===== src/fcmp_pkg.sv =====
package fcmp_pkg;

	// ====================
	// condition vector
	// ====================

	// lower byte holds the predicates, upper byte their complements
	localparam int CMP_VEC_W = 16;

	typedef logic [CMP_VEC_W-1:0] cmp_vec_t;

	// reserved positions 5..7 and 13..15, always zero in the vector
	localparam cmp_vec_t CMP_RSVD_MASK = 16'hE0E0;

	// ====================
	// condition codes
	// ====================

	// code value is the vector bit position it selects
	typedef enum logic [3:0] {
		CMP_EQ  = 4'd0,
		CMP_LT  = 4'd1,
		CMP_LE  = 4'd2,
		// magnitude less than, sign ignored
		CMP_MLT = 4'd3,
		// unordered, at least one nan
		CMP_UN  = 4'd4,
		CMP_NE  = 4'd8,
		CMP_GE  = 4'd9,
		CMP_GT  = 4'd10,
		CMP_MGE = 4'd11,
		// ordered, no nan
		CMP_OR  = 4'd12
	} cmp_cond_e;

	// relational predicates signal invalid on any nan, quiet ones included
	// eq / ne / un / or and the magnitude tests stay quiet
	function automatic logic cmp_is_signaling(cmp_cond_e cond);
		return cond inside {CMP_LT, CMP_LE, CMP_GE, CMP_GT};
	endfunction

endpackage


===== src/fp32_pkg.sv =====
package fp32_pkg;

	// ====================
	// ieee 754 single precision format
	// ====================

	// exponent field width
	localparam int EXP_W = 8;
	// fraction field width, hidden bit not stored
	localparam int MAN_W = 23;
	// whole word: sign + exponent + fraction
	localparam int FP32_W = 1 + EXP_W + MAN_W;

	// top fraction bit, set for a quiet nan and clear for a signaling nan
	localparam int QNAN_BIT = MAN_W - 1;

	// ====================
	// operand views
	// ====================

	// field layout, msb first as stored in memory
	typedef struct packed {
		logic             sgn;
		logic [EXP_W-1:0] exp;
		logic [MAN_W-1:0] man;
	} fp32_fields_t;

	// one 32-bit word, decoded two ways
	// bits for the bitwise equality test
	// f for sign / exponent / fraction extraction
	typedef union packed {
		logic [FP32_W-1:0] bits;
		fp32_fields_t      f;
	} fp32_t;

endpackage


===== src/fp_cmp_select.sv =====
`timescale 1ns/1ps

module fp_cmp_select
	import fcmp_pkg::*;
#(
	parameter int TAG_W = 4
)
(
	input  logic             clk,
	input  logic             rst_n,
	input  logic             clr_sticky,
	input  logic             s1_valid,
	input  logic [TAG_W-1:0] s1_tag,
	input  cmp_cond_e        s1_cond,
	input  cmp_vec_t         s1_vec,
	input  logic             s1_nan,
	input  logic             s1_snan,
	output logic             out_valid,
	output logic [TAG_W-1:0] out_tag,
	output cmp_vec_t         out_vec,
	output logic             out_result,
	output logic             out_invalid,
	output logic             sticky_invalid
);

	// predicate bit picked by the condition code
	logic sel_bit;
	// invalid for the request now in stage two
	logic inv_now;

	// ====================
	// select and invalid
	// ====================

	// code value doubles as bit position
	assign sel_bit = s1_vec[s1_cond];

	// snan always invalid, qnan only under lt / le / ge / gt
	assign inv_now = s1_valid & (s1_snan | (s1_nan & cmp_is_signaling(s1_cond)));

	// ====================
	// output register
	// ====================

	always_ff @(posedge clk)
	begin
		if (!rst_n)
		begin
			out_valid   <= 1'b0;
			out_invalid <= 1'b0;
		end
		else
		begin
			out_valid   <= s1_valid;
			out_invalid <= inv_now;
		end
	end

	always_ff @(posedge clk)
	begin
		if (s1_valid)
		begin
			out_tag    <= s1_tag;
			out_vec    <= s1_vec;
			out_result <= sel_bit;
		end
	end

	// sticky rises alongside out_invalid
	// a new invalid beats a clear in the same cycle
	always_ff @(posedge clk)
	begin
		if (!rst_n)
			sticky_invalid <= 1'b0;
		else
			sticky_invalid <= inv_now | (sticky_invalid & ~clr_sticky);
	end

	// code must name a defined predicate, reserved bits are always zero
	a_cond_defined: assert property (
		@(posedge clk) disable iff (!rst_n)
		s1_valid |-> !CMP_RSVD_MASK[s1_cond]
	);

endmodule


===== src/fp_cmp_unit.sv =====
`timescale 1ns/1ps

module fp_cmp_unit
	import fp32_pkg::*;
	import fcmp_pkg::*;
#(
	parameter int TAG_W = 4
)
(
	input  logic             clk,
	input  logic             rst_n,
	input  logic             in_valid,
	input  logic [TAG_W-1:0] in_tag,
	input  fp32_t            in_a,
	input  fp32_t            in_b,
	input  cmp_cond_e        in_cond,
	input  logic             clr_sticky,
	output logic             out_valid,
	output logic [TAG_W-1:0] out_tag,
	output cmp_vec_t         out_vec,
	output logic             out_result,
	output logic             out_invalid,
	output logic             sticky_invalid
);

	// ====================
	// stage one to stage two
	// ====================

	logic             s1_valid;
	logic [TAG_W-1:0] s1_tag;
	cmp_cond_e        s1_cond;
	cmp_vec_t         s1_vec;
	logic             s1_nan;
	logic             s1_snan;

	// decompose, compare, build vector
	fp_compare32 #(
		.TAG_W (TAG_W)
	) u_compare (
		.clk      (clk),
		.rst_n    (rst_n),
		.in_valid (in_valid),
		.in_tag   (in_tag),
		.in_a     (in_a),
		.in_b     (in_b),
		.in_cond  (in_cond),
		.s1_valid (s1_valid),
		.s1_tag   (s1_tag),
		.s1_cond  (s1_cond),
		.s1_vec   (s1_vec),
		.s1_nan   (s1_nan),
		.s1_snan  (s1_snan)
	);

	// predicate pick, invalid and sticky flag
	fp_cmp_select #(
		.TAG_W (TAG_W)
	) u_select (
		.clk            (clk),
		.rst_n          (rst_n),
		.clr_sticky     (clr_sticky),
		.s1_valid       (s1_valid),
		.s1_tag         (s1_tag),
		.s1_cond        (s1_cond),
		.s1_vec         (s1_vec),
		.s1_nan         (s1_nan),
		.s1_snan        (s1_snan),
		.out_valid      (out_valid),
		.out_tag        (out_tag),
		.out_vec        (out_vec),
		.out_result     (out_result),
		.out_invalid    (out_invalid),
		.sticky_invalid (sticky_invalid)
	);

endmodule


===== src/fp_compare32.sv =====
`timescale 1ns/1ps

module fp_compare32
	import fp32_pkg::*;
	import fcmp_pkg::*;
#(
	parameter int TAG_W = 4
)
(
	input  logic             clk,
	input  logic             rst_n,
	input  logic             in_valid,
	input  logic [TAG_W-1:0] in_tag,
	input  fp32_t            in_a,
	input  fp32_t            in_b,
	input  cmp_cond_e        in_cond,
	output logic             s1_valid,
	output logic [TAG_W-1:0] s1_tag,
	output cmp_cond_e        s1_cond,
	output cmp_vec_t         s1_vec,
	output logic             s1_nan,
	output logic             s1_snan
);

	// decomposed operand a
	logic             sa;
	logic [EXP_W-1:0] xa;
	logic [MAN_W-1:0] ma;
	logic             az, qnan_a, snan_a;
	// decomposed operand b
	logic             sb;
	logic [EXP_W-1:0] xb;
	logic [MAN_W-1:0] mb;
	logic             bz, qnan_b, snan_b;

	logic     unordered;
	logic     same_val;
	logic     mag_lt, mag_gt;
	logic     lt_raw;
	logic     eq, lt, le;
	cmp_vec_t vec;

	// infinity needs no special case here
	// exponent all ones already orders it above every finite value
	fp_decomp32 u_decomp_a (
		.op      (in_a),
		.sgn     (sa),
		.exp     (xa),
		.man     (ma),
		.is_zero (az),
		.is_inf  (),
		.is_qnan (qnan_a),
		.is_snan (snan_a)
	);

	fp_decomp32 u_decomp_b (
		.op      (in_b),
		.sgn     (sb),
		.exp     (xb),
		.man     (mb),
		.is_zero (bz),
		.is_inf  (),
		.is_qnan (qnan_b),
		.is_snan (snan_b)
	);

	// ====================
	// compare terms
	// ====================

	assign unordered = qnan_a | qnan_b | snan_a | snan_b;

	// -0 == +0, otherwise identical bit patterns
	assign same_val = (az & bz) | (in_a.bits == in_b.bits);

	// biased exponent then fraction, compares as one unsigned magnitude
	assign mag_lt = {xa, ma} < {xb, mb};
	assign mag_gt = {xa, ma} > {xb, mb};

	// mixed signs: negative one is smaller unless both are zero
	// both negative: larger magnitude is smaller
	assign lt_raw = (sa ^ sb) ? (sa & ~(az & bz)) : (sa ? mag_gt : mag_lt);

	assign eq = ~unordered & same_val;
	assign lt = ~unordered & lt_raw;
	assign le = lt | eq;

	// ====================
	// condition vector
	// ====================

	always_comb
	begin
		vec = '0;
		vec[CMP_EQ]  = eq;
		vec[CMP_LT]  = lt;
		vec[CMP_LE]  = le;
		// magnitude tests ignore nan
		vec[CMP_MLT] = mag_lt;
		vec[CMP_UN]  = unordered;
		vec[CMP_NE]  = ~same_val;
		vec[CMP_GE]  = ~lt & ~unordered;
		vec[CMP_GT]  = ~le & ~unordered;
		vec[CMP_MGE] = ~mag_lt;
		vec[CMP_OR]  = ~unordered;
	end

	// ====================
	// stage one register
	// ====================

	always_ff @(posedge clk)
	begin
		if (!rst_n)
			s1_valid <= 1'b0;
		else
			s1_valid <= in_valid;
	end

	// payload only loads with a request
	always_ff @(posedge clk)
	begin
		if (in_valid)
		begin
			s1_tag  <= in_tag;
			s1_cond <= in_cond;
			s1_vec  <= vec;
			s1_nan  <= unordered;
			s1_snan <= snan_a | snan_b;
		end
	end

	// eq and lt exclusive, and a nan never compares equal
	a_s1_vec_consistent: assert property (
		@(posedge clk) disable iff (!rst_n)
		s1_valid |-> !(s1_vec[CMP_EQ] && s1_vec[CMP_LT]) &&
			!(s1_vec[CMP_UN] && s1_vec[CMP_EQ])
	);

endmodule


===== src/fp_decomp32.sv =====
`timescale 1ns/1ps

module fp_decomp32
	import fp32_pkg::*;
(
	input  fp32_t            op,
	output logic             sgn,
	output logic [EXP_W-1:0] exp,
	output logic [MAN_W-1:0] man,
	output logic             is_zero,
	output logic             is_inf,
	output logic             is_qnan,
	output logic             is_snan
);

	// exponent all ones: infinity or nan
	logic exp_ones;
	// exponent all zero: zero or denormal
	logic exp_zero;
	// any fraction bit set
	logic man_nz;

	// ====================
	// field split
	// ====================

	assign sgn = op.f.sgn;
	assign exp = op.f.exp;
	assign man = op.f.man;

	assign exp_ones = &op.f.exp;
	assign exp_zero = ~|op.f.exp;
	assign man_nz   = |op.f.man;

	// ====================
	// classification
	// ====================

	// +0 and -0 both count, sign not looked at
	assign is_zero = exp_zero & ~man_nz;
	assign is_inf  = exp_ones & ~man_nz;

	// nan split on the top fraction bit
	assign is_qnan = exp_ones & man_nz & op.f.man[QNAN_BIT];
	assign is_snan = exp_ones & man_nz & ~op.f.man[QNAN_BIT];

endmodule


===== config.mk =====
export PLATFORM = sky130hd
export DESIGN_NAME = fp_cmp_unit
export DESIGN_NICKNAME = d
export VERILOG_FILES = /design/src/fcmp_pkg.sv /design/src/fp32_pkg.sv /design/src/fp_cmp_select.sv /design/src/fp_cmp_unit.sv /design/src/fp_compare32.sv /design/src/fp_decomp32.sv
export SDC_FILE = /design/constraint.sdc
export NUM_CORES = 1
export LEC_CHECK = 0
export BUFFER_PORTS_ARGS = -buffer_cell sky130_fd_sc_hd__buf_2
export CORE_MARGIN = 2
export CORE_UTILIZATION = 30
export CTS_CLUSTER_DIAMETER = 30
export DETAILED_ROUTE_END_ITERATION = 12
export SLEW_MARGIN = 30
export SYNTH_ARGS = -nofsm -noshare
export SYNTH_HDL_FRONTEND = slang
export SYNTH_SLANG_ARGS = --single-unit

===== constraint.sdc =====
create_clock -name clk -period 2.25 [get_ports clk]
set_input_delay 0.225 -clock clk [delete_from_list [all_inputs] [get_ports clk]]
set_output_delay 0.225 -clock clk [all_outputs]
set_load 0.1 [all_outputs]

==> metrics.yaml <==
outcome:
  status: "complete, no violations"
sta:
  worst_pin_slew_ns: 0.640
  drv_slew: 0
  hold_viol_final: 0
  relSlewSlack_pct: 57.3
  finalSetupViolations: 0
  fin_crit_ns: 1.93
  clock.fmax_mhz: 518
  period_share_pct: 85.9
  worst_slack_ns: 0.318
  rsz0062_at_grt: "no"
  finClkSkew_ns: 0.00465
layout:
  area_growth_pct: 27.6
  final_common_cell: "buf_2"
  layout_common_cells: "93 x buf_2, 37 x inv_1, 34 x edfxtp_1"
  antenna_cells: 0
  drive_gt1_share_pct: 34.7
  fin_util_pct: 39.9
  nNetsFinal: 443
critical_path:
  worst-path-max-fanout: 5
  startpoint_type: "input pin"
  cp-end-kind: "register"
  path_class: "input pin to register"
  worstPathRequired_ns: 2.33
  arrival_ns: 2.01
cts:
  cts_tree: "built"
  path_clk_slew_ns: 0.06
  cts.path.max_buffers: 2
  cts_sinks: 38
  numCtsBuffers: 5
  htree_num_levels: 2
  cts-root-buf: "clkbuf_8"
  holdBufCountCts: 0
  clk-insertion-delay-late_ns: 0.28
  ctsResizeCount: 0
  post-cts-setup-buffers: 0
synth:
  syn_area_per_cell_sq_um: 10.4
  synth_seq_cells: 38
  syn_inst: 234
  synth-async-reset-ratio_pct: 0
  synth-edff-count: 34
  synth.yosys.seq_area_share_pct: 45.1
  ys_types: 41
  synth_area_sq_um: 2440
  ys.flop_type: "edfxtp_1"
  yosysWarnings: 0
global_routing:
  grt_max_degree: 21
  grt_pass1_wl_um: 9090
  antenna_found_initial: 0
  grtUsageTotal_pct: 12.8
  gr-total-overflow: 0
  grt_pass1_vias: 2047
power_and_ir_drop:
  max-vdd-ir-drop_mv: 0.200
  power.leakage_nw: 1.43
  power.density_nw_per_um2: 580
drt:
  wl_per_cell_um: 12.6
  first_pass_iters: 4
  drtIter0Drc: 80
  drcViolationCount: 0
  vias: 2117
  routed_via_density: 4.82
  ant_nets: 0
  finalWirelength_um: 5550
floorplanning:
  start_util_pct: 31.3
  die_h_um: 94.3
  pin_count: 100
  rows: 32
  die_area_sq_um: 8880
  core-area_sq_um: 7810
  die_w_um: 94.3
worst_hold_path:
  hp-class: "input pin to register"
placement:
  port_buffers: 93
  gp_congestion: 0.820
  dp_slack_ns: 0.0142
  dp_hpwl_um: 4770
flow_run:
  max_cap_viol_count: 0
[critical path: stages]
cell and delay [ns]:
buf_2 0.11, ha_1 0.32, a21oi_1 0.15, a21oi_1 0.09, o21ai_0 0.22, a31oi_2 0.19, or2_1 0.31, a2111oi_1 0.40
[metrics by stage]
stage	area (sq um)	cells	hold slack, ns	TNS, ns	total power [mW]
6_report	3120	439	0.115	0	1.81
5_1_grt	3120	439	0.102	0	1.91
3_5_place_dp	3040	431	0.403	0	1.40
2_1_floorplan	2460	239	0.324	0	1.25
3_3_place_gp	3040	431	0.402	-0.0477	1.39
4_1_cts	3120	439	0.107	0	1.83
[state kept, by name, summed over array words and instances, names as in the netlist]
signal	cells
u_compare.s1_valid	1
u_compare.s1_vec	10
u_compare.s1_cond	4
u_select.out_vec	10
u_select.sticky_invalid	1
u_compare.s1_snan	1
u_compare.s1_tag	4
u_select.out_result	1
u_select.out_valid	1
u_select.out_tag	4
u_select.out_invalid	1
[final cells by class]
cell class,count,area (sq um)
well taps,102,128
clock buffers,6,72.6
clock inverters,2,8.76
repair buffers,98,503
flip-flops and latches,38,1100
inverters,37,139
multi-input cells,156,1170
fillers,782,4690
[cells in the mapped netlist, types with 2 or more instances]
library cell,count,area [sq um]
dfxtp_1,4,80.1
inv_1,37,139
ha_1,31,388
nand3b_1,2,15.0
o21ai_0,7,35.0
mux4_2,2,45.0
a31oi_1,4,25.0
nand3_1,3,15.0
nor2_1,10,37.5
nor3_1,4,20.0
nor4_1,16,100
buf_4,6,45.0
nand2_1,18,67.6
a21oi_1,17,85.1
edfxtp_1,34,1020
nor4_2,3,37.5
nand4_1,12,75.1
[final timing paths]
| check | from | slack, ns | cells after the start | to |
|---|---|---|---|---|
| setup / recovery | in_a[2] | 0.32 | 8 | u_compare.s1_vec[1]$_DFFE_PP_ |
| hold / removal | in_cond[0] | 0.11 | 1 | u_compare.s1_cond[0]$_DFFE_PP_ |
| setup reg to reg | u_compare.s1_cond[0]$_DFFE_PP_ | 0.63 | 3 | u_select.out_result$_DFFE_PP_ |
| hold reg to reg | u_compare.s1_tag[3]$_DFFE_PP_ | 0.42 | 0 | u_select.out_tag[3]$_DFFE_PP_ |
[logic make-up (layout without fill, tap and decap cells)]
family | after synthesis | count (layout) | share of synthesized area [%]
and+or+nand+nor | 74 | 74 | 17.1
buffers and inverters | 45 | 143 | 7.99
adders and majority gates | 31 | 31 | 15.9
DFF | 38 | 38 | 45.1
AOI/OAI and AO/OA | 40 | 40 | 10.8
muxes | 3 | 3 | 2.30
xor gates and xnor gates | 2 | 2 | 0.717
other | 1 | 6 | 0.153
[report_power, final]
part,internal (mW),leakage (nW),switching [mW]
Clock,0.212,0.0426,0.211
Sequential,0.834,0.359,0.0267
Combinational,0.156,1.03,0.369
Total,1.20,1.43,0.607
[routing by layer]
| metal | up-vias | global-route usage [%] | wire length [um] |
|---|---|---|---|
| li1 | 1071 | - | - |
| met1 | 971 | 15.5 | 2350 |
| met5 | - | 0 | 0 |
| met4 | 0 | 5.19 | 109 |
| met2 | 65 | 22.3 | 2800 |
| met3 | 10 | 2.33 | 287 |
(Power assumes the default switching activity.)
